File: config.mk
export PLATFORM = sky130hd
export DESIGN_NAME = thread_alloc_counter
export DESIGN_NICKNAME = d
export VERILOG_FILES = /design/src/design/swarm_cfg_pkg.sv /design/src/design/swarm_types_pkg.sv /design/src/design/thread_alloc_counter.sv
export SDC_FILE = /design/constraint.sdc
export NUM_CORES = 1
export LEC_CHECK = 0
export ABC_AREA = 1
export BUFFER_PORTS_ARGS = -buffer_cell sky130_fd_sc_hd__buf_4
export CORE_AREA = 2 2 39 41
export CTS_BUF_LIST = sky130_fd_sc_hd__clkbuf_16
export DETAILED_ROUTE_END_ITERATION = 6
export DIE_AREA = 0 0 41 43
export PLACE_DENSITY_LB_ADDON = 0.12
export SLEW_MARGIN = 15
export SYNTH_ARGS = -nofsm -noshare
export SYNTH_HDL_FRONTEND = slang
export SYNTH_SLANG_ARGS = --single-unit
File: constraint.sdc
create_clock -name clk -period 1.25 [get_ports clk]
set_clock_uncertainty 0.15 [all_clocks]
set_input_delay 0.1875 -clock clk [delete_from_list [all_inputs] [get_ports clk]]
set_output_delay 0.1875 -clock clk [all_outputs]
set_load 0.005 [all_outputs]
File: src/design/swarm_cfg_pkg.sv
`default_nettype none

package swarm_cfg_pkg;

   // thread ids bound the number of tasks in flight.
   localparam int N_THREADS = 4;
   localparam int THREAD_W  = 2;

   // objects are 4 bytes wide.
   localparam int RW_ARSIZE = 2;

   localparam int LINE_BITS = 512;
   localparam int MEM_LINES = 16;

   // object store timing and response buffering.
   localparam int MEM_LAT   = 2;
   localparam int RSP_DEPTH = 4;

   // register map.
   localparam logic [7:0] RW_BASE_ADDR = 8'd0;
   localparam logic [7:0] RW_ENABLE    = 8'd1;
   localparam logic [7:0] RW_STATUS    = 8'd2;

endpackage

`default_nettype wire

File: src/design/swarm_types_pkg.sv
`default_nettype none

package swarm_types_pkg;
   import swarm_cfg_pkg::*;

   typedef logic [THREAD_W-1:0]  thread_id_t;
   typedef logic [31:0]          ts_t;
   typedef logic [15:0]          locale_t;
   typedef logic [5:0]           cq_slice_slot_t;
   typedef logic [3:0]           cache_addr_t;   // line index into the object store.
   typedef logic [31:0]          obj_t;
   typedef logic [LINE_BITS-1:0] line_t;
   typedef logic [7:0]           reg_addr_t;
   typedef logic [31:0]          reg_data_t;

   typedef struct packed {
      ts_t         ts;
      locale_t     locale;
      logic [15:0] ttype;
   } task_t;

   // record handed to the write stage.
   typedef struct packed {
      task_t          task_desc;
      cq_slice_slot_t cq_slot;
      thread_id_t     thread;
      obj_t           object;
      cache_addr_t    cache_addr;
   } rw_write_t;

   typedef struct packed {
      logic      wvalid;
      reg_addr_t waddr;
      reg_data_t wdata;
      logic      arvalid;
      reg_addr_t araddr;
   } reg_req_t;

   typedef struct packed {
      logic      rvalid;
      reg_data_t rdata;
   } reg_rsp_t;

   typedef enum logic [1:0] {
      ST_CFG   = 2'd0,
      ST_RUN   = 2'd1,
      ST_DRAIN = 2'd2
   } stage_state_t;

endpackage

`default_nettype wire

File: src/design/thread_alloc_counter.sv
`timescale 1ns/1ps
`default_nettype none

module thread_alloc_counter
   import swarm_cfg_pkg::*;
   import swarm_types_pkg::*;
(
   input  logic       clk,
   input  logic       rstn,
   input  logic       alloc,
   input  logic       dealloc,
   output thread_id_t alloc_id,
   output logic [2:0] in_flight,
   output logic       full
);

   // ids retire in allocation order, so one wrapping pointer is enough.
   always_ff @(posedge clk) begin
      if (!rstn) begin
         alloc_id <= '0;
      end else if (alloc) begin
         alloc_id <= alloc_id + 1'b1;
      end
   end

   always_ff @(posedge clk) begin
      if (!rstn) begin
         in_flight <= 3'd0;
      end else begin
         case ({alloc, dealloc})
            2'b10:   in_flight <= in_flight + 3'd1;
            2'b01:   in_flight <= in_flight - 3'd1;
            default: in_flight <= in_flight;   // both or neither leave the count alone.
         endcase
      end
   end

   assign full = (in_flight == 3'(N_THREADS));

endmodule

`default_nettype wire

==> metrics.txt, run 1 <==
result of the run complete, but fails checks; failing checks negative setup slack; vias in the first global route approximately 230; Max Cap Violations 0; maximum level of the CTS H-tree 1; GPL Wtd Cong 0.674; clock power share about 60%; Slew @ Worst Pin ~140 ps; # setup viols final 1; switch share 20.3%; CTS sink cnt 5; DRT antenna net count 0; arrival time at the worst endpoint 950 ps; cell taking the most area after synthesis dfxtp_1; pre-CTS WS -175 ps; 1st-pass router iterations 1; area of all placed cells without fillers approximately 500 um2; largest net degree at the start of global routing 6; Final Max Slew Viols 0; Critical Path Start Type flop; fin crit period roughly 1300 ps; Post-synth EDFFs 0; P_int around 0.7 mW; # DRC 0; fin crit share 103%; final worst slack -38.5 ps; starting density of the core between 10% and 20%; Gate power share 19.4%; top_reg_cell synth dfxtp_1; FF+latch count, synth 5; first-pass GRT wire length roughly 880 um; yosys warns 0; die area 1760 um2; I/O Pins 10; clock root cell clkbuf_16; synth-to-layout area growth 114%; fillcell total about 140; DIE WIDTH approximately 41 um; DP Area roughly 380 um2; Fin Hold WS about 66 ps; CTS tree built; critical path fanouts, max 3; via count between 200 and 300; synth top area cells dfxtp_1, nor2_1, fa_1; post-synth cell types 12; core area roughly 1400 um2; RSZ-0062 raised after global routing true; antenna violations before repair 0; Fin. Hold Viols 0; Synth Net Count 38; critical path class reg -> out; share of cells above drive strength 1 58.5%; Seq/Total Area, Yosys 41.7%; Syn Std Cell Area between 200 and 250 um2; Die Ht between 40 and 50 um; Total Routed Length between 500 and 600 um; Rows 14; Worst-Skew Late Latency 220 ps; CP endpoint kind output port; total gr overflow 0; VDD IR-drop max around 0.9 mV; Reg clk slew, reported paths around 30 ps; antenna cells 0; slew margin rel. around nine tenths; Synth top area share around two fifths; multi-input logic area 148 um2; Hold Path Class in -> reg; static leakage 0.252 nW; sequential share of power ~22%; total track usage about 7.7%; ys async rst share 0%; CTS Buffer Depth 2; switching pwr 0.178 mW; CTS Buf Count 3; PD cells 1710 nW/um2; Avg Cell Area, Syn 7.51 um2; count leader, synth nor2_1; Synth top cells by count nor2_1, dfxtp_1, nand2_1; Starting DRT DRC Count 0; critical path required time 910 ps; total power between 0.8 and 0.9 mW; register area around 100 um2; NumNets Final 60; Max Clock Freq roughly 780 MHz; port bufs 9; drt wl/cell 8.54 um; vias per cell roughly 3.9; Synth Instances 32; detailed placer's ending HPWL around 440 um
==> stage by stage <==
step / setup TNS, ps / utilization [%] / instances
3_5_place_dp: -278 / 27.2 / 61
6_report: -38.5 / 37.2 / 69
2_1_floorplan: -12.5 / - / 32
5_1_grt: -167 / 37.2 / 69
3_3_place_gp: -264 / 27.2 / 61
4_1_cts: -42.0 / 34.7 / 66
==> what timing repair did <==
action	4_1_cts	5_1_grt
buffers inserted	1	3
resized for setup	5	3
endpoints found under the setup margin	2	4
hold buffers	0	0
endpoints found under the hold margin	0	0
pin swaps	6	2
==> logic make-up after synthesis <==
logic type | synth area share, %
compound gates | 12.5
fa+ha+maj | 13.5
buf+inv | 7.81
flops | 41.7
simple gates | 24.5
==> layout make-up <==
| type | instances | share of cell area (%) |
|---|---|---|
| Multi-Input combinational cell | 22 | 28.7 |
| Inverter | 5 | 4.14 |
| Sequential cell | 5 | 20.0 |
| Timing Repair Buffer | 17 | 27.7 |
| Clock buffer | 3 | 14.6 |
| Tap cell | 16 | 3.89 |
| Clock inverter | 1 | 0.973 |
==> critical path, stage by stage (launching register included) <==
cell	delay, ps
dfxtp_2	320
buf_6	110
nor3b_2	160
buf_4	130
==> metal layers <==
metal	wire length (um)	vias up	track usage (%)
li1	-	144	-
met1	236	124	7.82
met2	325	3	11.3
met3	27	0	3.66
met4	0	0	6.00
met5	0	-	0
==> layout by cell type (no fill, tap or decap), types with 2 or more instances in the layout <==
cell type,count
a21oi_1,2
inv_2,2
dfxtp_2,2
inv_1,2
buf_6,4
buf_4,13
dfxtp_1,3
o21ai_1,2
clkbuf_16,3
nor2_1,7
nand2_1,4
==> power by group through the flow <==
| stage | clock network [mW] | registers [mW] | logic [mW] |
|---|---|---|---|
| after floorplan | 0 | 0.198 | 0.0549 |
| after global placement | 0 | 0.193 | 0.128 |
| after detailed placement | 0 | 0.194 | 0.128 |
| after CTS | 0.525 | 0.194 | 0.144 |
| after global routing | 0.540 | 0.197 | 0.190 |
| final | 0.514 | 0.194 | 0.170 |
==> state kept, by name, indices dropped and copies added (netlist names) <==
| signal | flops |
|---|---|
| alloc_id | 2 |
| in_flight | 3 |
==> path summary, 6_finish.rpt <==
check / from / end / slack, ps / cells past startpoint
worst max register to register: in_flight[1] / in_flight[2] / 0 / 6
worst max-delay path: in_flight[0] / full / -40 / 3
worst min register to register: alloc_id[1] / alloc_id[1] / 310 / 1
worst min-delay path: rstn / in_flight[1] / 70 / 3
No activity file was read; power rests on OpenSTA's default activity.
==> run 2, diff against run 1 <==
--- a/config.mk
+++ b/config.mk
@@ -8,7 +8,6 @@
 export ABC_AREA = 1
 export BUFFER_PORTS_ARGS = -buffer_cell sky130_fd_sc_hd__buf_4
 export CORE_AREA = 2 2 39 41
-export CTS_BUF_LIST = sky130_fd_sc_hd__clkbuf_16
 export DETAILED_ROUTE_END_ITERATION = 6
 export DIE_AREA = 0 0 41 43
 export PLACE_DENSITY_LB_ADDON = 0.12
==> run 2 against run 1 <==
Effect of this change: the run still ends with negative setup slack left; non-clock buffer count down 3; clock-buffer cell count unchanged; core utilization down 6.0 points; register-to-register slack about the same; setup slack worse by 15 ps.
==> metrics.txt, run 2 (synthesized netlist as in run 1, its figures left out) <==
Worst-Skew Late Latency 240 ps (+20 ps); I/O Pins 10 (unchanged); arrival time at the worst endpoint 970 ps (+20 ps); Total Neg Setup Slack -71.7 ps (-33.2 ps); DP Area 377 um2 (unchanged); Biggest register in_flight; Max Clock Freq 767 MHz (-1.1%); vias per cell 3.85 (-2.0%); slew margin rel. 90.7% (about the same); Setup crit start in_flight[1]; critical path class reg -> out; CP endpoint kind output port; clock root cell clkbuf_4; fin crit share 104% (+1.2 points); critical path fanouts, max 2 (-1); sequential share of power 37.0% (+15 points); Total Routed Length 537 um (-8.8%); VDD IR-drop max 0.521 mV (-44%); total track usage 7.65% (-0.015 points); total power 0.520 mW (-41%); Max Cap Violations 0 (unchanged); critical path required time 910 ps (about the same); Final Max Slew Viols 0 (unchanged); die area 1760 um2 (unchanged); maximum level of the CTS H-tree 1 (unchanged); flop2flop setup slack -10 ps (about the same); switching pwr 0.140 mW (-22%); number of flip-flops in the largest register 3 (unchanged); Gate power share 28.5% (+9.1 points); antenna violations before repair 0 (unchanged); Fin. Hold Viols 0 (unchanged); CTS Buf Count 3 (unchanged); 1st-pass router iterations 2 (+1); DRT antenna net count 0 (unchanged); NumNets Final 57 (-5.0%); Rows 14 (unchanged); Largest regs in_flight x3, alloc_id x2; Critical Path Start Type flop; clock power share 34.5% (-24 points); Hold Path Class in -> reg; drt wl/cell 8.14 um (-4.7%); antenna cells 0 (unchanged); Hold-fix buffers, CTS 0 (unchanged); CTS Buffer Depth 2 (unchanged); area of all placed cells without fillers 432 um2 (-16%); fin crit period 1300 ps (+14.8 ps); Worst R2R Path Depth 6 (unchanged); register area 103 um2 (unchanged); most frequent cells in the layout buf_4, nor2_1, nand2_1; port bufs 9 (unchanged); CTS tree built; share of cells above drive strength 1 56.0% (-2.5 points); RSZ-0062 raised after global routing true; P_int 0.380 mW (-46%); GPL Wtd Cong 0.674 (unchanged); core area 1380 um2 (unchanged); detailed placer's ending HPWL 444 um (unchanged); Inst Count DP 61 (unchanged); Reg clk slew, reported paths 50 ps (+20 ps); fillcell total 154 (+7.7%); failing checks negative setup slack; Die Ht 43 um (unchanged); commonest non-fill, non-tap cell in the layout buf_4; via count 254 (-6.3%); # DRC 0 (unchanged); hold_sp rstn; final worst slack -53.4 ps (-14.8 ps); final core utilization 31.2% (-6.0 points); # setup viols final 3 (+2); DIE WIDTH 41 um (unchanged); hold path depth 3 (unchanged); static leakage 0.212 nW (-16%); Slew @ Worst Pin 137 ps (+0.218 ps); synth-to-layout area growth 79.7%; Worst Hold End in_flight[1]; largest net degree at the start of global routing 6 (unchanged); total gr overflow 0 (unchanged); switch share 26.9% (+6.6 points); reg-to-reg endpoint in_flight[2]; result of the run complete, but fails checks; first-pass GRT wire length 876 um (unchanged); PD cells 1210 nW/um2 (-29%); Starting DRT DRC Count 5 (+5); Finished Layout Cells 66 (-4.3%); CTS sink cnt 5 (unchanged); FF-to-FF Start in_flight[0]; multi-input logic area 148 um2 (unchanged); vias in the first global route 232 (unchanged); starting density of the core 17.4% (unchanged)
-- run 2: changes by cell type in the layout (fill, tap and decap cells not counted) --
| cell | delta |
|---|---|
| clkbuf_16 | -3 |
| clkbuf_4 | +3 |
| buf_6 | -2 |
| buf_4 | -1 |
-- run 2: worst max path at each step --
stage | end | slack [ps] | depth (start not counted)
after floorplan | in_flight[2] | -10 | 6
after global placement | in_flight[2] | -160 | 9
after detailed placement | in_flight[2] | -180 | 9
after CTS | full | -70 | 3
after global routing | full | -110 | 3
final | full | -50 | 3
-- run 2: critical path, cell delays in order, from the launching register on --
cell,delay [ps]
dfxtp_2,320
buf_6,110
nor3b_2,160
buf_4,130
-- run 2: layout make-up --
| type | instances | area share [%] |
|---|---|---|
| multi-input cells | 22 | 34.2 |
| flip-flops and latches | 5 | 23.8 |
| clock buffers | 3 | 5.22 |
| well taps | 16 | 4.64 |
| repair buffers | 14 | 26.1 |
| clock inverters | 1 | 1.16 |
| inverters | 5 | 4.93 |
-- run 2: through the flow --
stage	hold slack, ps	setup slack [ps]
2_1_floorplan	164	-12.5
3_3_place_gp	292	-161
3_5_place_dp	313	-175
4_1_cts	69.1	-66.8
5_1_grt	46.2	-108
6_report	49.2	-53.4
-- run 2: what timing repair did --
action | in CTS | in global routing
resized for setup | 5 | 1
endpoints found under the setup margin | 2 | 4
buffers inserted | 1 | 0
pin swaps | 6 | 0
-- run 2: routing by layer --
metal | GRT usage, % | wire length [um]
met5 | 0 | 0
met4 | 6.00 | 0
met3 | 3.66 | 29
met2 | 11.3 | 283
met1 | 7.77 | 224
-- run 2: power groups by stage --
stage	sequential (mW)	clock, mW	combinational [mW]
floorplan	0.198	0	0.0549
global placement	0.193	0	0.128
detailed placement	0.194	0	0.128
CTS	0.193	0.191	0.144
global route	0.196	0.208	0.167
finish	0.193	0.179	0.148
