## config.mk

```make
export PLATFORM = sky130hd
export DESIGN_NAME = task_issue_fsm
export DESIGN_NICKNAME = d
export VERILOG_FILES = /design/src/design/swarm_cfg_pkg.sv /design/src/design/swarm_types_pkg.sv /design/src/design/task_issue_fsm.sv
export SDC_FILE = /design/constraint.sdc
export NUM_CORES = 1
export LEC_CHECK = 0
export ABC_CLOCK_PERIOD_IN_PS = 2050
export BUFFER_PORTS_ARGS = -buffer_cell sky130_fd_sc_hd__buf_2
export CAP_MARGIN = 20
export CORE_MARGIN = 2
export CORE_UTILIZATION = 27
export DETAILED_ROUTE_END_ITERATION = 7
export PLACE_DENSITY = 0.77
export SYNTH_ARGS = -nofsm -noshare
export SYNTH_HDL_FRONTEND = slang
export SYNTH_SLANG_ARGS = --single-unit
```

## constraint.sdc

```tcl
create_clock -name clk -period 2.05 [get_ports clk]
set_input_delay 0.5125 -clock clk [delete_from_list [all_inputs] [get_ports clk]]
set_output_delay 0.5125 -clock clk [all_outputs]
set_load 0.005 [all_outputs]
```

## src/design/swarm_cfg_pkg.sv

```systemverilog
`default_nettype none

package swarm_cfg_pkg;

   // thread ids bound the number of tasks in flight.
   localparam int N_THREADS = 4;
   localparam int THREAD_W  = 2;

   // objects are 4 bytes wide.
   localparam int RW_ARSIZE = 2;

   localparam int LINE_BITS = 512;
   localparam int MEM_LINES = 16;

   // object store timing and response buffering.
   localparam int MEM_LAT   = 2;
   localparam int RSP_DEPTH = 4;

   // register map.
   localparam logic [7:0] RW_BASE_ADDR = 8'd0;
   localparam logic [7:0] RW_ENABLE    = 8'd1;
   localparam logic [7:0] RW_STATUS    = 8'd2;

endpackage

`default_nettype wire

```

## src/design/swarm_types_pkg.sv

```systemverilog
`default_nettype none

package swarm_types_pkg;
   import swarm_cfg_pkg::*;

   typedef logic [THREAD_W-1:0]  thread_id_t;
   typedef logic [31:0]          ts_t;
   typedef logic [15:0]          locale_t;
   typedef logic [5:0]           cq_slice_slot_t;
   typedef logic [3:0]           cache_addr_t;   // line index into the object store.
   typedef logic [31:0]          obj_t;
   typedef logic [LINE_BITS-1:0] line_t;
   typedef logic [7:0]           reg_addr_t;
   typedef logic [31:0]          reg_data_t;

   typedef struct packed {
      ts_t         ts;
      locale_t     locale;
      logic [15:0] ttype;
   } task_t;

   // record handed to the write stage.
   typedef struct packed {
      task_t          task_desc;
      cq_slice_slot_t cq_slot;
      thread_id_t     thread;
      obj_t           object;
      cache_addr_t    cache_addr;
   } rw_write_t;

   typedef struct packed {
      logic      wvalid;
      reg_addr_t waddr;
      reg_data_t wdata;
      logic      arvalid;
      reg_addr_t araddr;
   } reg_req_t;

   typedef struct packed {
      logic      rvalid;
      reg_data_t rdata;
   } reg_rsp_t;

   typedef enum logic [1:0] {
      ST_CFG   = 2'd0,
      ST_RUN   = 2'd1,
      ST_DRAIN = 2'd2
   } stage_state_t;

endpackage

`default_nettype wire

```

## src/design/task_issue_fsm.sv

```systemverilog
`timescale 1ns/1ps
`default_nettype none

module task_issue_fsm
   import swarm_cfg_pkg::*;
   import swarm_types_pkg::*;
(
   input  logic       clk,
   input  logic       rstn,
   input  reg_req_t   reg_req,
   input  logic       full,
   input  logic [2:0] in_flight,
   output logic       issue_open,
   output reg_rsp_t   reg_rsp
);

   stage_state_t state;
   stage_state_t state_next;
   logic         enable;
   logic         enable_wr;
   logic         enable_next;
   logic         rsp_valid;
   reg_data_t    rsp_data;
   reg_data_t    status;

   assign enable_wr   = reg_req.wvalid && (reg_req.waddr == RW_ENABLE);
   assign enable_next = enable_wr ? reg_req.wdata[0] : enable;

   always_comb begin
      state_next = state;
      case (state)
         ST_CFG: begin
            if (enable_next) begin
               state_next = ST_RUN;
            end
         end
         ST_RUN: begin
            if (!enable_next) begin
               state_next = ST_DRAIN;   // stop admitting and let the tasks in flight finish.
            end
         end
         ST_DRAIN: begin
            if (in_flight == 3'd0) begin
               state_next = ST_CFG;
            end
         end
         default: state_next = ST_CFG;
      endcase
   end

   always_ff @(posedge clk) begin
      if (!rstn) begin
         state  <= ST_CFG;
         enable <= 1'b0;
      end else begin
         state  <= state_next;
         enable <= enable_next;
      end
   end

   assign issue_open = (state == ST_RUN) && !full;

   assign status = {22'd0, state, 5'd0, in_flight};

   // reads answer one cycle after the request.
   always_ff @(posedge clk) begin
      rsp_data <= (reg_req.araddr == RW_STATUS) ? status : '0;
      if (!rstn) begin
         rsp_valid <= 1'b0;
      end else begin
         rsp_valid <= reg_req.arvalid;
      end
   end

   assign reg_rsp = '{rvalid: rsp_valid, rdata: rsp_data};

endmodule

`default_nettype wire

```

==> results.txt, run 1 <==
During I/O placement, the number of pins put on the boundary was 90. The initial utilization of the core area, before any placement, comes to 28.57%. The tools report the sequential fraction of the synthesis area as 32.14%.

In this run the worst path has a maximum fanout of 3. STA puts the critical path data arrival time at 1.86 ns. In this run the worst hold path is classified as in -> reg. For the worst-skew pair, the clock arrives at the later sink with an insertion delay of 0.26 ns.

Yosys mapped a number of flops with a built-in enable equal to 0. Of the total power, combinational logic draws 12.1%. Row generation in the floorplan step produced 16 rows.

The fraction of registers with async set/reset is 0%. The flow ran to the end, and the final reports show no timing, DRC or antenna violations. The tools report the number of search-and-repair iterations in the first detailed-routing pass as 1.

Global routing used 7.990% of the available tracks. The worst-case IR drop observed on VDD is 0.1559 mV. In this run, flip-flops and latches consume 49.4% of the power.

The cell taking the most area after synthesis was sky130_fd_sc_hd__buf_4. The antenna cell count was 0; the data required time at the worst endpoint was 2.21 ns. Summed over all nets, the half-perimeter wirelength after detailed placement is 833 µm. Buffers placed on the I/O ports in this run total 31. The power density normalized to cell area came out at 537.8 nW/µm². The number of antenna-violating nets in the routed design is 0, and the synthesized area per cell is 9.041 µm². The clock root buffer is sky130_fd_sc_hd__clkbuf_4.

The clock skew after layout was 0.004251 ns. The final critical path takes up 82.57% of the cycle. After detailed routing, the number of vias per cell comes to 3.680. The post-route netlist has 40.00% of its cells at a drive strength greater than 1. Setup repair after global routing left no endpoint under its margin. The total of flip-flops plus latches after synthesis is 9, and the total area of sequential cells is 180.2 µm². The worst setup path is launched from a primary input.

The number of buffers on the longest clock path is 2, and the routed wirelength normalized by instance count is 7.893 µm. From bottom edge to top edge, the die measures 49.57 µm. The commonest cells after synthesis are sky130_fd_sc_hd__buf_4, sky130_fd_sc_hd__dfxtp_1, sky130_fd_sc_hd__and2_1, sky130_fd_sc_hd__nor3_1.

Clock tree synthesis inserted a total of 3 buffers. The tools report the number of maximum-capacitance violations as 0. Post-CTS repair changed the size of 0 cells. The detailed router finished its first iteration with 0 violations.

The share of the core filled with cells was 33.80%; the synthesized instance count was 62. The clock net in this run drives a total of 9 sinks. The run gives 0.5908 GHz as the maximum achievable frequency. The global-route wire length before repair came out at 1.386 mm.

The reg2reg setup slack was 1.19 ns; the worst hold path cell count was 2. Of the total power, the clock network draws 38.4%. The sum of negative setup slack is 0 ns, and the switching part of the total power is 23.67%. By instance count, the leading cell after synthesis is sky130_fd_sc_hd__buf_4.

In this run the biggest area consumer among cell types represents 37.50% of the synthesized area. The time the worst path needs with I/O delays and setup was 1.693 ns; the power dissipated by switching net loads was 84.43 µW. The total count of hold-check failures in the final report was 0; the worst hold slack after final layout was 0.4532 ns. The routed layout has 449 vias.

The net count of the finished layout is 152. The run gives 330 as the via count of the first global-routing pass. The width of the chip was 49.57 µm. Entering global routing, the biggest net connects 6 pins. TritonCTS built the clock tree.

Number of fill cells in the layout: 238. For this run, design rule violations remaining after detail routing come to 0. The internal power contribution is 272.2 µW, and the total setup buffers inserted after CTS is 0.

The count of final max-slew check failures was 0; the number of levels the H-tree was split into was 1. Summing every instance area after synthesis gives 560.5 µm². After global routing the overflow that remains totals 0.

Synthesis instantiated 21 different standard cells from the library. The run gives 0 as the number of failing setup endpoints in the final timing report. Total routed wirelength: 963 µm. In the synthesized netlist the dominant register cell turns out to be sky130_fd_sc_hd__dfxtp_1. Routability-driven placement finished with a final weighted congestion of 0.6005.

The run gives 2457 µm² as the floorplan die area. The area of the multi-input gates was 264.0 µm². Yosys printed 0 warnings.

After clock tree synthesis, the flow added hold-fix buffers numbering 0. Summed over all cells, the static leakage comes to 0.0003720 µW. The post-route cell area came out at 663.1 µm². The tools report the post-detailed-placement cell area as 636.9 µm². The region available for standard cell placement spans 1962 µm².

The endpoint class of the critical path was a register. The kind of critical path was in -> reg. Number of antenna violations at the first check in global routing: 0. The post-CTS clock slew at the launch and capture registers of the worst setup and hold paths was 0.06 ns. Number of cells on the worst reg-to-reg path: 2. The area growth from synthesis to layout is 18.30%.

Yosys attributes the largest share of cell area to sky130_fd_sc_hd__buf_4, sky130_fd_sc_hd__dfxtp_1, sky130_fd_sc_hd__and2_1.
-- flip-flops by register name, indices dropped and copies added, names as in the netlist --
name / count
rsp_valid: 1
rsp_data: 5
enable: 1
state: 2
-- worst paths after layout --
kind                                  start           to
worst min-delay path             reg_req[8]    rsp_valid
worst max-delay path            reg_req[45]     state[1]
worst min register to register     state[0]  rsp_data[8]
worst max register to register     state[1]     state[1]
-- routing by layer --
metal / GRT usage (%) / wire (µm)
met1: 8.349 / 361
met2: 11.11 / 394
met3: 3.030 / 164
met4: 9.722 / 42
met5: 0 / 0
-- through the flow --
| stage | total power, µW | setup WS [ns] | cells |
|---|---|---|---|
| 2_1_floorplan | 236.6 | 0.1968 | 88 |
| 3_3_place_gp | 221.8 | 0.07834 | 118 |
| 3_5_place_dp | 222.7 | 0.06997 | 118 |
| 4_1_cts | 362.7 | 0.3586 | 122 |
| 5_1_grt | 378.7 | 0.3363 | 122 |
| 6_report | 356.6 | 0.3574 | 122 |
-- cell type report --
type | instances | area share [%]
clock buffers | 4 | 3.962
inverters | 1 | 0.5660
multi-input cells | 50 | 39.81
flip-flops and latches | 9 | 27.17
well taps | 27 | 5.094
repair buffers | 31 | 23.40
-- cell usage in the layout (no fill, tap or decap) --
cell type / count
sky130_fd_sc_hd__nor2_1: 1
sky130_fd_sc_hd__and4b_1: 1
sky130_fd_sc_hd__or4_4: 1
sky130_fd_sc_hd__clkbuf_4: 3
sky130_fd_sc_hd__or3b_2: 1
sky130_fd_sc_hd__or4b_4: 1
sky130_fd_sc_hd__and3b_1: 1
sky130_fd_sc_hd__nand2_1: 1
sky130_fd_sc_hd__dfxtp_1: 9
sky130_fd_sc_hd__nor3b_1: 1
sky130_fd_sc_hd__a31o_1: 1
sky130_fd_sc_hd__conb_1: 27
sky130_fd_sc_hd__nor3_1: 2
sky130_fd_sc_hd__nand2b_1: 1
sky130_fd_sc_hd__nor4_1: 1
sky130_fd_sc_hd__a21oi_1: 1
sky130_fd_sc_hd__o31ai_1: 1
sky130_fd_sc_hd__and2_1: 6
sky130_fd_sc_hd__inv_1: 1
sky130_fd_sc_hd__clkbuf_1: 1
sky130_fd_sc_hd__buf_2: 31
sky130_fd_sc_hd__a21boi_0: 1
sky130_fd_sc_hd__or2_2: 1
-- kinds of logic (layout without fill, tap and decap cells) --
family,Yosys count,in the layout,synth area share (%)
buffers and inverters,29,36,38.17
AOI/OAI and AO/OA,4,4,5.134
and+or+nand+nor,19,19,23.89
DFF,9,9,32.14
other,1,27,0.6690
-- worst max-delay path, cell delays in order --
cell and delay [ns]:
sky130_fd_sc_hd__buf_2 0.10, sky130_fd_sc_hd__or4b_4 0.52, sky130_fd_sc_hd__or4_4 0.50, sky130_fd_sc_hd__a31o_1 0.22
-- power groups by stage --
stage / Sequential (µW) / Clock (µW) / Combinational (µW)
final: 176 / 137 / 43.2
after global routing: 176 / 153 / 49.7
after global placement: 180 / 0 / 41.6
after CTS: 176 / 144 / 42.6
after detailed placement: 180 / 0 / 42.4
after floorplan: 180 / 0 / 56.3
(Power assumes the default switching activity.)
==> run 2: changes to the inputs <==
Settings changed: ABC_CLOCK_PERIOD_IN_PS 2050 to 1700.
Clock period 2.05 ns to 1.7 ns, I/O delays scaled along.
==> results.txt, run 2 (synthesis results as in run 1) <==
The number of buffers on the longest clock path came out at 2 (unchanged). The run gives 12.2% (was 12.1%) as the relative contribution of combinational cells to total power. The final weighted congestion in routability-driven placement was 0.5845 (was 0.6005); the buffer and inverter count on the worst path was 1 (unchanged). The overall routing resource usage is 7.111% (was 7.990%), and the width of the chip is 49.57 µm (unchanged).

The worst path arrival time was 1.70 ns (was 1.86 ns); the maximum achievable frequency was 0.6469 GHz. Leading cell types in the layout, fill and taps excluded: sky130_fd_sc_hd__buf_2, sky130_fd_sc_hd__conb_1, sky130_fd_sc_hd__dfxtp_1, sky130_fd_sc_hd__and2_1, sky130_fd_sc_hd__clkbuf_4 (unchanged). Largest voltage drop on the vdd net: 0.2016 mV (was 0.1559 mV). The total via count after detailed routing is 434 (was 449). The number of clock buffers inserted by TritonCTS is 3 (unchanged). The post-route cell area was 663.1 µm² (unchanged); the number of vias per cell was 3.557 (was 3.680). For the layout net count, the log shows 152 (unchanged). For the data required time at the worst endpoint, the log shows 1.85 ns (was 2.21 ns). The clock insertion delay at the later pin of the skew report is 0.26 ns (about the same), and the number of sinks on the clock net is 9 (unchanged). Setup repair after global routing left no endpoint under its margin. The switching part of the total power was 23.08% (was 23.67%); the largest net degree at the start of global routing was 6 (unchanged).

The tools report the via count of the first global-routing pass as 339 (was 330). The tools report the number of antenna violations at the first check in global routing as 0 (unchanged). The run finished with clean final reports.

Critical path, cell by cell: buf_2, or3b_2, or4_4, a31o_1 (was buf_2, or4b_4, or4_4, a31o_1). The class of the most critical hold timing path is in -> reg (unchanged). The run gives 16 (unchanged) as the standard-cell row count.

The number of port buffers works out to 31 (unchanged). Most common cell after layout, fill and taps aside: sky130_fd_sc_hd__buf_2 (unchanged). The routed wirelength normalized by instance count is 7.475 µm (was 7.893 µm).

The launching element type of the critical path is a primary input (unchanged). Largest registers ranked by flip-flop count: rsp_data x5, state x2 (unchanged). The power density normalized to cell area is 643.1 nW/µm² (was 537.8 nW/µm²), and the part of the power in registers is 49.9% (was 49.4%).

For the initial standard-cell utilization of the core, the log shows 28.57% (unchanged). For the total count of hold-check failures in the final report, the log shows 0 (unchanged). The critical path's slowest cell was sky130_fd_sc_hd__or4_4 (was sky130_fd_sc_hd__or4b_4).

The count of boundary I/O pins was 90 (unchanged). The residual DRC count is 0 (unchanged), and the part of the power in the clock network is 37.9% (was 38.4%). Kind of critical path: in -> reg (unchanged).

The number of levels the H-tree was split into was 1 (unchanged). The proportion of layout cells with a drive suffix above 1 was 40.00% (unchanged); the floorplan die area was 2457 µm² (unchanged). The detailed-placement wirelength estimate is 822.8 µm (was 833 µm), and the power dissipated by switching net loads is 98.45 µW (was 84.43 µW). The number of flip-flops under the largest register name is 5 (unchanged).

The maximum fanout along the worst path came out at 3 (unchanged). The number of antenna-violating nets in the routed design is 0 (unchanged), and the post-CTS clock slew at the launch and capture registers of the worst setup and hold paths is 0.06 ns (about the same). The run gives 33.80% (unchanged) as the share of the core filled with cells. The clock skew after layout is 0.002060 ns (was 0.004251 ns). The time the worst path needs with I/O delays and setup was 1.546 ns; the remaining global-route overflow was 0 (unchanged).

The number of maximum-capacitance violations was 0 (unchanged). The clock root buffer is sky130_fd_sc_hd__clkbuf_4 (unchanged). The final period utilization came out at 90.93%.

The count of final max-slew check failures is 0 (unchanged), and the total setup buffers inserted after CTS is 0 (unchanged). For the area of the core region, the log shows 1962 µm² (unchanged). The register ranked first by flip-flop count was rsp_data (unchanged). The relative area change from synthesis to final layout was 18.30% (unchanged).

The logs give 636.9 µm² (unchanged) for the post-detailed-placement cell area and 0 (unchanged) for the number of failing setup endpoints in the final timing report. The die extent in y was 49.57 µm (unchanged). The tools report the global-route wire length before repair as 1.297 mm (was 1.386 mm). The endpoint class of the critical path was a register (unchanged). TritonCTS built the clock tree.

The total routed wirelength is 912 µm (was 963 µm), and the critical path's largest stage delay is 0.50 ns (was 0.52 ns). Initial DRC count: 2 (was 0). The internal power contribution was 328.0 µW (was 272.2 µW); the antenna cell count was 0 (unchanged).

The run gives 2 (was 1) as the number of search-and-repair iterations in the first detailed-routing pass. The tools report the static power due to leakage as 0.0003720 µW (about the same). The count of instances resized after the clock tree is built is 0 (unchanged).

The largest delay contributor family on the critical path is simple AND/OR/NAND/NOR gates (unchanged). Hold buffer count at cts: 0 (unchanged).
[run 2: cell counts in the layout (fill, tap and decap cells not counted)]
Identical to the previous run, type by type.
[run 2: path summary, 6_finish.rpt]
path	depth (start not counted)	slack (ns)	end	startpoint
setup reg to reg	2	0.82	state[1]	state[1]
setup / recovery	4	0.15	state[1]	reg_req[42]
hold / removal	2	0.37	rsp_valid	reg_req[8]
hold reg to reg	1	0.50	rsp_data[8]	state[0]
[run 2: layout make-up]
type | count | area (µm²)
clock buffer | 4 | 26.28
tap | 27 | 33.78
multi-input combinational | 50 | 264.0
sequential | 9 | 180.2
inverter | 1 | 3.754
timing repair buffer | 31 | 155.1
fill | 236 | 1299
[run 2: metal layers]
layer  GRT usage (%)  up-vias  wire, µm
li1                -      213         -
met1           7.449      178       315
met2           10.67       41       403
met3           3.636        2       183
met4           5.556        0        10
met5               0        -         0
[run 2: through the flow]
stage          hold WS (ns)  TNS, ns  power, µW  cells  worst slack [ns]
6_report             0.3745        0      426.5    122            0.1542
5_1_grt              0.3807        0      454.5    122            0.1186
3_5_place_dp         0.4935  -0.1945      268.6    118           -0.1230
3_3_place_gp         0.4841  -0.1378      267.7    118           -0.1119
2_1_floorplan        0.4613        0      285.3     88          0.003244
4_1_cts              0.3674        0      433.6    122            0.1573
[run 2: power groups by stage]
| stage | clock (µW) | sequential, µW | combinational [µW] |
|---|---|---|---|
| after global routing | 182 | 213 | 59.5 |
| after global placement | 0 | 217 | 50.4 |
| final | 162 | 213 | 52.0 |
| after floorplan | 0 | 217 | 67.9 |
| after CTS | 169 | 213 | 51.5 |
| after detailed placement | 0 | 217 | 51.3 |
