$ cat config.mk
export PLATFORM = sky130hd
export DESIGN_NAME = rw_read_stage
export DESIGN_NICKNAME = d
export VERILOG_FILES = /design/src/design/swarm_cfg_pkg.sv /design/src/design/swarm_types_pkg.sv /design/src/design/rw_read_stage.sv
export SDC_FILE = /design/constraint.sdc
export NUM_CORES = 1
export LEC_CHECK = 0
export BUFFER_PORTS_ARGS = -buffer_cell sky130_fd_sc_hd__buf_2
export CORE_AREA = 2 2 313 315
export DETAILED_ROUTE_END_ITERATION = 8
export DIE_AREA = 0 0 315 317
export PLACE_DENSITY = 0.38
export SLEW_MARGIN = 10
export SYNTH_ARGS = -nofsm -noshare
export SYNTH_HDL_FRONTEND = slang
export SYNTH_SLANG_ARGS = --single-unit
$ cat constraint.sdc
create_clock -name clk -period 9 [get_ports clk]
set_input_delay 0.9 -clock clk [delete_from_list [all_inputs] [get_ports clk]]
set_output_delay 0.9 -clock clk [all_outputs]
set_load 0.1 [all_outputs]
$ cat src/design/swarm_cfg_pkg.sv
`default_nettype none

package swarm_cfg_pkg;

   // thread ids bound the number of tasks in flight.
   localparam int N_THREADS = 4;
   localparam int THREAD_W  = 2;

   // objects are 4 bytes wide.
   localparam int RW_ARSIZE = 2;

   localparam int LINE_BITS = 512;
   localparam int MEM_LINES = 16;

   // object store timing and response buffering.
   localparam int MEM_LAT   = 2;
   localparam int RSP_DEPTH = 4;

   // register map.
   localparam logic [7:0] RW_BASE_ADDR = 8'd0;
   localparam logic [7:0] RW_ENABLE    = 8'd1;
   localparam logic [7:0] RW_STATUS    = 8'd2;

endpackage

`default_nettype wire

$ cat src/design/swarm_types_pkg.sv
`default_nettype none

package swarm_types_pkg;
   import swarm_cfg_pkg::*;

   typedef logic [THREAD_W-1:0]  thread_id_t;
   typedef logic [31:0]          ts_t;
   typedef logic [15:0]          locale_t;
   typedef logic [5:0]           cq_slice_slot_t;
   typedef logic [3:0]           cache_addr_t;   // line index into the object store.
   typedef logic [31:0]          obj_t;
   typedef logic [LINE_BITS-1:0] line_t;
   typedef logic [7:0]           reg_addr_t;
   typedef logic [31:0]          reg_data_t;

   typedef struct packed {
      ts_t         ts;
      locale_t     locale;
      logic [15:0] ttype;
   } task_t;

   // record handed to the write stage.
   typedef struct packed {
      task_t          task_desc;
      cq_slice_slot_t cq_slot;
      thread_id_t     thread;
      obj_t           object;
      cache_addr_t    cache_addr;
   } rw_write_t;

   typedef struct packed {
      logic      wvalid;
      reg_addr_t waddr;
      reg_data_t wdata;
      logic      arvalid;
      reg_addr_t araddr;
   } reg_req_t;

   typedef struct packed {
      logic      rvalid;
      reg_data_t rdata;
   } reg_rsp_t;

   typedef enum logic [1:0] {
      ST_CFG   = 2'd0,
      ST_RUN   = 2'd1,
      ST_DRAIN = 2'd2
   } stage_state_t;

endpackage

`default_nettype wire

$ cat src/design/rw_read_stage.sv
`timescale 1ns/1ps
`default_nettype none

module rw_read_stage
   import swarm_cfg_pkg::*;
   import swarm_types_pkg::*;
(
   input  logic           clk,
   input  logic           rstn,
   input  logic           task_in_valid,
   output logic           task_in_ready,
   input  task_t          task_in,
   input  cq_slice_slot_t cq_slot_in,
   input  thread_id_t     thread_id_in,
   output logic           arvalid,
   input  logic           arready,
   output logic [31:0]    araddr,
   output thread_id_t     arid,
   input  logic           rvalid,
   output logic           rready,
   input  thread_id_t     rid,
   input  line_t          rdata,
   input  cache_addr_t    rindex,
   output logic           task_out_valid,
   input  logic           task_out_ready,
   output rw_write_t      task_out,
   input  reg_req_t       reg_req
);

   task_t          task_desc    [N_THREADS];
   cq_slice_slot_t task_cq_slot [N_THREADS];
   logic [31:0]    base_rw_addr;
   task_t          rsp_task;
   logic [3:0]     word_sel;

   assign arvalid       = task_in_valid;   // the read goes out on the accept cycle.
   assign task_in_ready = arready;
   assign arid          = thread_id_in;
   assign araddr        = base_rw_addr + ({16'd0, task_in.locale} << RW_ARSIZE);

   always_ff @(posedge clk) begin
      if (task_in_valid && task_in_ready) begin
         task_desc[thread_id_in]    <= task_in;
         task_cq_slot[thread_id_in] <= cq_slot_in;
      end
   end

   always_ff @(posedge clk) begin
      if (!rstn) begin
         base_rw_addr <= '0;
      end else if (reg_req.wvalid && (reg_req.waddr == RW_BASE_ADDR)) begin
         base_rw_addr <= {reg_req.wdata[29:0], 2'b00};
      end
   end

   assign rsp_task = task_desc[rid];
   assign word_sel = rsp_task.locale[3:0];   // 16 four-byte words per line.

   always_comb begin
      task_out.task_desc  = rsp_task;
      task_out.cq_slot    = task_cq_slot[rid];
      task_out.thread     = rid;
      task_out.object     = rdata[word_sel*32 +: 32];
      task_out.cache_addr = rindex;
   end

   assign task_out_valid = rvalid;
   assign rready         = task_out_ready;

endmodule

`default_nettype wire

==> out/results.tsv, run 1 <==
stage	metric	value	unit
critical_path	crit-path cells	buf_2, mux2i_1, mux2_8, buf_4, mux2i_1, mux2i_1, mux2i_1, mux2i_1, buf_2	
critical_path	crit path launch type	input port	
critical_path	crit path max fanout	69	
grt	vias in the first global route	13900	
timing	Slew HR	23.9	%
clocking	cts hold-fix bufs	0	
grt	initial antenna violation count	39	
die	core area	96300	um2
grt	gr ovfl total	0	
routing	Pre-antenna DRT Iters	4	
yosys	EDFF count, synth	280	
timing	Final Hold Viols	0	
critical_path	Crit-path slowest cell	buf_4	
die	die area	99900	um2
clocking	TritonCTS clock tree	done	
timing	Setup Viol. Count Final	0	
hold_path	Hold Path Depth	2	
finish	final non-filler cell total	3227	
timing	worst setup margin	3.23	ns
timing	Clock Skew	0	ns
routing	DR iter-0 viols	612	
yosys	warnings from Yosys	0	
yosys	Mapped Cells	1183	
timing	Setup TNS	0	ns
hold_path	Hold Path Class	flop to flop	
critical_path	Worst Reg-to-Reg Cells	2	
yosys	async set-reset flop share out of synthesis	0	%
clocking	Worst-Skew Late Latency	0.55	ns
timing	RSZ-0062 raised after global routing	no	
timing	Least-Margin Pin Slew	1.14	ns
grt	largest net degree at the start of global routing	94	
clocking	clock-pin slew on the worst setup and hold paths	0.06	ns
yosys	Synth Register Bits	310	
critical_path	reg2reg start	base_rw_addr[18]$_SDFFE_PN0P_	
critical_path	Setup CP Type	input port to primary output	
routing	Post-DRT Antenna Nets	0	
critical_path	cell mode on critical path	mux2i_1	
placement	dpl cells	3151	
die	IO Count	792	
routing	# DRC	0	
yosys	top cell type's share of synthesized area	47.2	%
timing	Max Clk Rate	0.173	GHz
clocking	Post-CTS Setup Inserts	0	
status	status	finished clean	
placement	dpl hpwl	63900	um
clocking	clock buffer count from CTS	34	
critical_path	CP delay by family, top	multiplexers	
placement	GPL Wtd Cong	0.838	
routing	vias post-DR	13100	
clocking	clk root buf	clkbuf_16	
hold_path	Worst Hold Path EP	base_rw_addr[8]$_SDFFE_PN0P_	
timing	final critical-path required period	5.77	ns
timing	Tcrit/Tclk final	64.1	%
die	Row Count	114	
finish	P&R area growth vs syn	33.6	%
yosys	Yosys cell types	49	
pwr	PD cells	175	nW/um2
clocking	CTS resizes	0	
grt	first-pass GRT wire length	104000	um
placement	DP Worst Slack	3.06	ns
clocking	CTS HTree Levels	2	
routing	Routed Wire Length	78600	um
critical_path	Worst Path Arrival	4.87	ns
critical_path	Critical Path End Type	primary output	
placement	PortBufs	766	
clocking	CTS sink cnt	310	
placement	Post-DP Area	22700	um2
clocking	clk buf depth	3	
routing	vias per cell	4.06	
yosys	sequential element share of the synthesized area	50.6	%
yosys	Top FF cell, synth	edfxtp_1	
die	initial core utilization	18.5	%
yosys	Area contributors post-synth	edfxtp_1 (47%), mux2i_1 (29%), mux4_2 (8.7%)	
flow_run	MaxCap Viol Count	0	
critical_path	reg2reg end	base_rw_addr[18]$_SDFFE_PN0P_	
hold_path	hold_sp	base_rw_addr[8]$_SDFFE_PN0P_	
critical_path	Worst Path Buf+Inv	3	
finish	Final #Nets	2574	
yosys	Synth Cell Area	17800	um2
routing	wire length per cell	24.4	um
timing	Max Slew Vio Count	0	
die	width of the die	315	um
grt	total track usage	14.8	%
critical_path	FF-to-FF setup slack	8.25	ns
pwr	maximum resistive drop on vdd	0.133	mV
pwr	static leakage	10.6	nW
yosys	Syn Area/Cell	15.1	um2
finish	fin area	23800	um2
critical_path	max incr delay on CP	0.71	ns
finish	layout cells sized above 1	47.1	%
die	die height	317	um
yosys	cell taking the most area after synthesis	edfxtp_1	
critical_path	data required time of the worst path	8.10	ns
## synth_stat cells (15+ instances only)
master    count
a21oi_1      19
buf_2        20
buf_4        15
buf_6        40
clkbuf_1     15
dfxtp_1      30
edfxtp_1    280
ha_1         16
mux2i_1     512
mux4_2       69
nor2b_1      33
xnor2_1      15
## final cells by class
type	instances	area, um2
diodes	17	42.5
clock buffers	41	877
clock inverters	18	170
fillers	10300	72500
inverters	11	41.3
multi-input cells	770	8080
flip-flops and latches	310	9010
well taps	1276	1600
repair buffers	784	3980
## worst max-delay path by stage
stage                        from                      endpoint  slack, ns  depth (start not counted)
floorplan           task_in_valid  task_cq_slot[1][0]$_DFFE_PP_       2.31                          2
global placement           rid[1]                  task_out[33]       3.09                          9
detailed placement         rid[1]                  task_out[33]       3.06                          9
CTS                        rid[1]                  task_out[33]       3.06                          9
global route               rid[1]                  task_out[33]       3.06                          9
finish                     rid[1]                  task_out[33]       3.23                          9
## where the power goes
group          internal [mW]  switching (mW)  leakage, nW
combinational          0.349           0.875         7.32
clock                  0.736           0.587        0.504
sequential              1.61         0.00816         2.79
## worst reg2reg max path, stage by stage, from the launching register on
cell and delay [ns]:
dfxtp_1 0.46, mux2i_1 0.11, nor2b_1 0.11
## cell usage in the layout, fill, tap and decap left out, types with 3 or more instances in the layout
master / Yosys / routed
nor2_1: 12 / 12
clkinv_1: 0 / 4
a211oi_1: 3 / 3
ha_1: 16 / 16
mux4_4: 0 / 3
inv_6: 0 / 3
mux4_2: 69 / 66
clkinv_2: 0 / 4
nor2b_1: 33 / 33
xnor2_1: 15 / 15
clkbuf_1: 15 / 7
a211o_1: 3 / 3
a21o_1: 5 / 5
diode_2: 0 / 17
a21oi_1: 19 / 19
and3_1: 3 / 3
inv_1: 11 / 11
o21ai_1: 4 / 4
nand3_1: 6 / 6
dfxtp_1: 30 / 30
xor2_1: 10 / 10
edfxtp_1: 280 / 280
nand2_1: 12 / 12
buf_4: 15 / 18
nand4_1: 3 / 3
mux2i_1: 512 / 512
clkbuf_16: 0 / 34
buf_2: 20 / 765
o21ai_0: 8 / 8
nand2b_1: 6 / 6
## metal layers
layer,GRT usage [%],vias to the layer above,wire [um]
li1,-,6121,-
met2,26.5,510,40600
met5,0,-,77
met3,4.80,110,6280
met4,6.18,12,2950
met1,15.9,6351,28800
## registers in the layout (all words and copies together), names as in the netlist
register,cells
task_desc,256
base_rw_addr,30
task_cq_slot,24
## cells by family (layout without fill, tap and decap cells)
family	count (synthesis)	count (layout)	synth area share, %
adder cells (fa/ha/maj)	17	17	1.24
multiplexers	582	582	37.6
AND/OR/NAND/NOR	88	88	2.87
other	1	19	0.0211
buffers and inverters	104	854	4.33
XOR/XNOR	25	25	1.23
flip-flops	310	310	50.6
AO/OA/AOI/OAI	56	56	2.18
## metrics by stage
step / power (mW) / hold slack, ns / utilization, %
2_1_floorplan: 2.53 / 0.490 / -
3_3_place_gp: 2.89 / 0.506 / 23.6
3_5_place_dp: 2.90 / 0.517 / 23.6
4_1_cts: 4.25 / 0.517 / 24.7
5_1_grt: 4.33 / 0.538 / 24.7
6_report: 4.17 / 0.525 / 24.7
Power figures use the tool's default switching activity.
==> run 2, diff against run 1 <==
--- a/config.mk
+++ b/config.mk
@@ -6,10 +6,10 @@
 export NUM_CORES = 1
 export LEC_CHECK = 0
 export BUFFER_PORTS_ARGS = -buffer_cell sky130_fd_sc_hd__buf_2
-export CORE_AREA = 2 2 313 315
+export CORE_AREA = 2 2 308 310
 export DETAILED_ROUTE_END_ITERATION = 8
-export DIE_AREA = 0 0 315 317
-export PLACE_DENSITY = 0.38
+export DIE_AREA = 0 0 310 312
+export PLACE_DENSITY = 0.4
 export SLEW_MARGIN = 10
 export SYNTH_ARGS = -nofsm -noshare
 export SYNTH_HDL_FRONTEND = slang
==> constraint.sdc (replaced) <==
create_clock -name clk -period 4.85 [get_ports clk]
set_input_delay 0.485 -clock clk [delete_from_list [all_inputs] [get_ports clk]]
set_output_delay 0.485 -clock clk [all_outputs]
set_load 0.1 [all_outputs]
==> run 2 against run 1 <==
Register-to-register slack worse by 4.1 ns. Hold slack worse by 0.36 ns. Largest power group unchanged. First-iteration DRC count down 12%. Highest routed layer unchanged. Utilization up 1.5 points. Cell area up 2.5%. Flip-flop and latch count unchanged. Via count up 1.5%. Sequential power up 86%.
==> out/results.tsv, run 2 (same netlist as run 1, synthesis figures left out) <==
stage	metric	value	unit
status	status	finished clean	
placement	GPL Wtd Cong	0.847	
critical_path	crit path launch type	flop	
timing	Max Slew Vio Count	0	
finish	commonest non-fill, non-tap cell in the layout	buf_2	
clocking	CTS sink cnt	310	
finish	largest registers	task_desc (256), base_rw_addr (30), task_cq_slot (24)	
timing	Max Clk Rate	0.236	GHz
pwr	Sw Ratio	34.1	%
placement	dpl cells	3145	
critical_path	data required time of the worst path	4.37	ns
routing	vias per cell	4.14	
routing	DR iter-0 viols	540	
finish	Largest register FFs	256	
placement	dpl hpwl	65100	um
clocking	Worst-Skew Late Latency	0.53	ns
pwr	sequential share of power	37.4	%
timing	worst setup margin	0.621	ns
clocking	clk root buf	clkbuf_16	
timing	final critical-path required period	4.23	ns
clocking	CTS resizes	0	
timing	Slew HR	36.8	%
pwr	Comb pwr share	30.8	%
timing	Clock Skew	0	ns
critical_path	FF-to-FF setup slack	4.14	ns
critical_path	Crit-path slowest cell	a21oi_1	
placement	PortBufs	766	
grt	vias in the first global route	14100	
clocking	cts hold-fix bufs	0	
pwr	maximum resistive drop on vdd	0.337	mV
finish	Multi-input gate area	8080	um2
finish	P&R area growth vs syn	37.0	%
grt	first-pass GRT wire length	106000	um
hold_path	Hold Path Class	input port to flop	
die	initial core utilization	19.1	%
clocking	Post-CTS Setup Inserts	0	
critical_path	crit-path cells	ha_1, inv_1, fa_1, nand2b_1, a211oi_1, o21ai_1, a21oi_1, nand3_1, xnor2_1, buf_2	
finish	storage element area	9010	um2
clocking	clock-pin slew on the worst setup and hold paths	0.07	ns
timing	RSZ-0062 raised after global routing	no	
critical_path	crit path max fanout	4	
die	die height	312	um
finish	fill count	9773	
pwr	P_int	5.30	mW
timing	Final Hold Viols	0	
pwr	Net Switching	2.75	mW
timing	Tcrit/Tclk final	87.2	%
die	IO Count	792	
critical_path	Worst Path Arrival	3.74	ns
pwr	PD cells	330	nW/um2
grt	initial antenna violation count	42	
pwr	Clock Power Share	31.8	%
finish	Final #Nets	2590	
clocking	CTS HTree Levels	2	
critical_path	Setup CP Type	flop to primary output	
routing	wire length per cell	24.9	um
placement	DP Worst Slack	0.743	ns
finish	layout cells sized above 1	47.5	%
routing	vias post-DR	13300	
critical_path	Critical Path End Type	primary output	
finish	final non-filler cell total	3209	
clocking	clk buf depth	3	
clocking	TritonCTS clock tree	done	
grt	largest net degree at the start of global routing	71	
finish	Reg with most FFs	task_desc	
timing	Setup Viol. Count Final	0	
routing	Routed Wire Length	79900	um
critical_path	max incr delay on CP	0.50	ns
die	die area	96700	um2
grt	gr ovfl total	0	
routing	# DRC	0	
flow_run	MaxCap Viol Count	0	
grt	total track usage	15.6	%
timing	Least-Margin Pin Slew	0.948	ns
clocking	clock buffer count from CTS	34	
pwr	total power	8.05	mW
finish	most frequent cells in the layout	buf_2 (736), mux2i_1 (512), edfxtp_1 (280), mux4_2 (66), buf_12 (35)	
routing	Pre-antenna DRT Iters	5	
die	width of the die	310	um
pwr	static leakage	10.9	nW
die	Row Count	112	
routing	Post-DRT Antenna Nets	0	
die	core area	93000	um2
run 2: changes by cell type in the layout (fill, tap and decap cells not counted), moves of 2 or more:
cell	previous run	this run
buf_12	1	35
buf_2	765	736
diode_2	17	4
buf_4	18	29
bufinv_16	1	3
clkinv_2	4	2
run 2: layout make-up:
cell class	instances	area share, %
well taps	1254	6.43
inverters	11	0.169
clock inverters	17	0.805
diodes	4	0.0410
flip-flops and latches	310	36.9
clock buffers	43	3.67
multi-input cells	770	33.1
repair buffers	800	18.9
run 2: routing by layer:
layer  wire [um]  vias up  track usage (%)
met5         160        -                0
met4        2370       26             4.63
met3        6610      125             4.88
met2       41700      548             29.0
met1       29100     6467             16.8
li1            -     6135                -
run 2: final timing paths:
check                                              startpoint                            end  cells past startpoint
worst min register to register  base_rw_addr[11]$_SDFFE_PN0P_  base_rw_addr[11]$_SDFFE_PN0P_                      2
worst max register to register  base_rw_addr[25]$_SDFFE_PN0P_  base_rw_addr[25]$_SDFFE_PN0P_                      2
worst min-delay path                               task_in[3]      task_desc[0][3]$_DFFE_PP_                      1
worst max-delay path             base_rw_addr[2]$_SDFFE_PN0P_                     araddr[30]                     10
run 2: power by group through the flow:
stage / logic, mW / clock network [mW] / registers [mW]
floorplan: 1.62 / 0 / 3.07
global route: 2.60 / 2.75 / 3.01
CTS: 2.53 / 2.67 / 3.01
global placement: 2.51 / 0 / 3.06
detailed placement: 2.52 / 0 / 3.07
finish: 2.48 / 2.56 / 3.01
run 2: per-stage QoR:
step | utilization (%) | instance area, um2 | hold WS, ns | TNS [ns]
final | 26.2 | 24400 | 0.160 | 0
after global routing | 26.2 | 24400 | 0.122 | 0
after CTS | 26.2 | 24400 | 0.106 | 0
after detailed placement | 25.0 | 23300 | 0.518 | 0
after global placement | 25.0 | 23300 | 0.509 | 0
after floorplan | - | 17800 | 0.490 | -275.19
run 2: worst max-delay path, delay by kind of cell, from the launching register on:
family / cells / cell delay, ns
xor+xnor: 1 / 0.18
compound gates: 3 / 1.20
flops: 1 / 0.33
simple gates: 2 / 0.38
fa+ha+maj: 2 / 0.59
buf+inv: 2 / 0.52
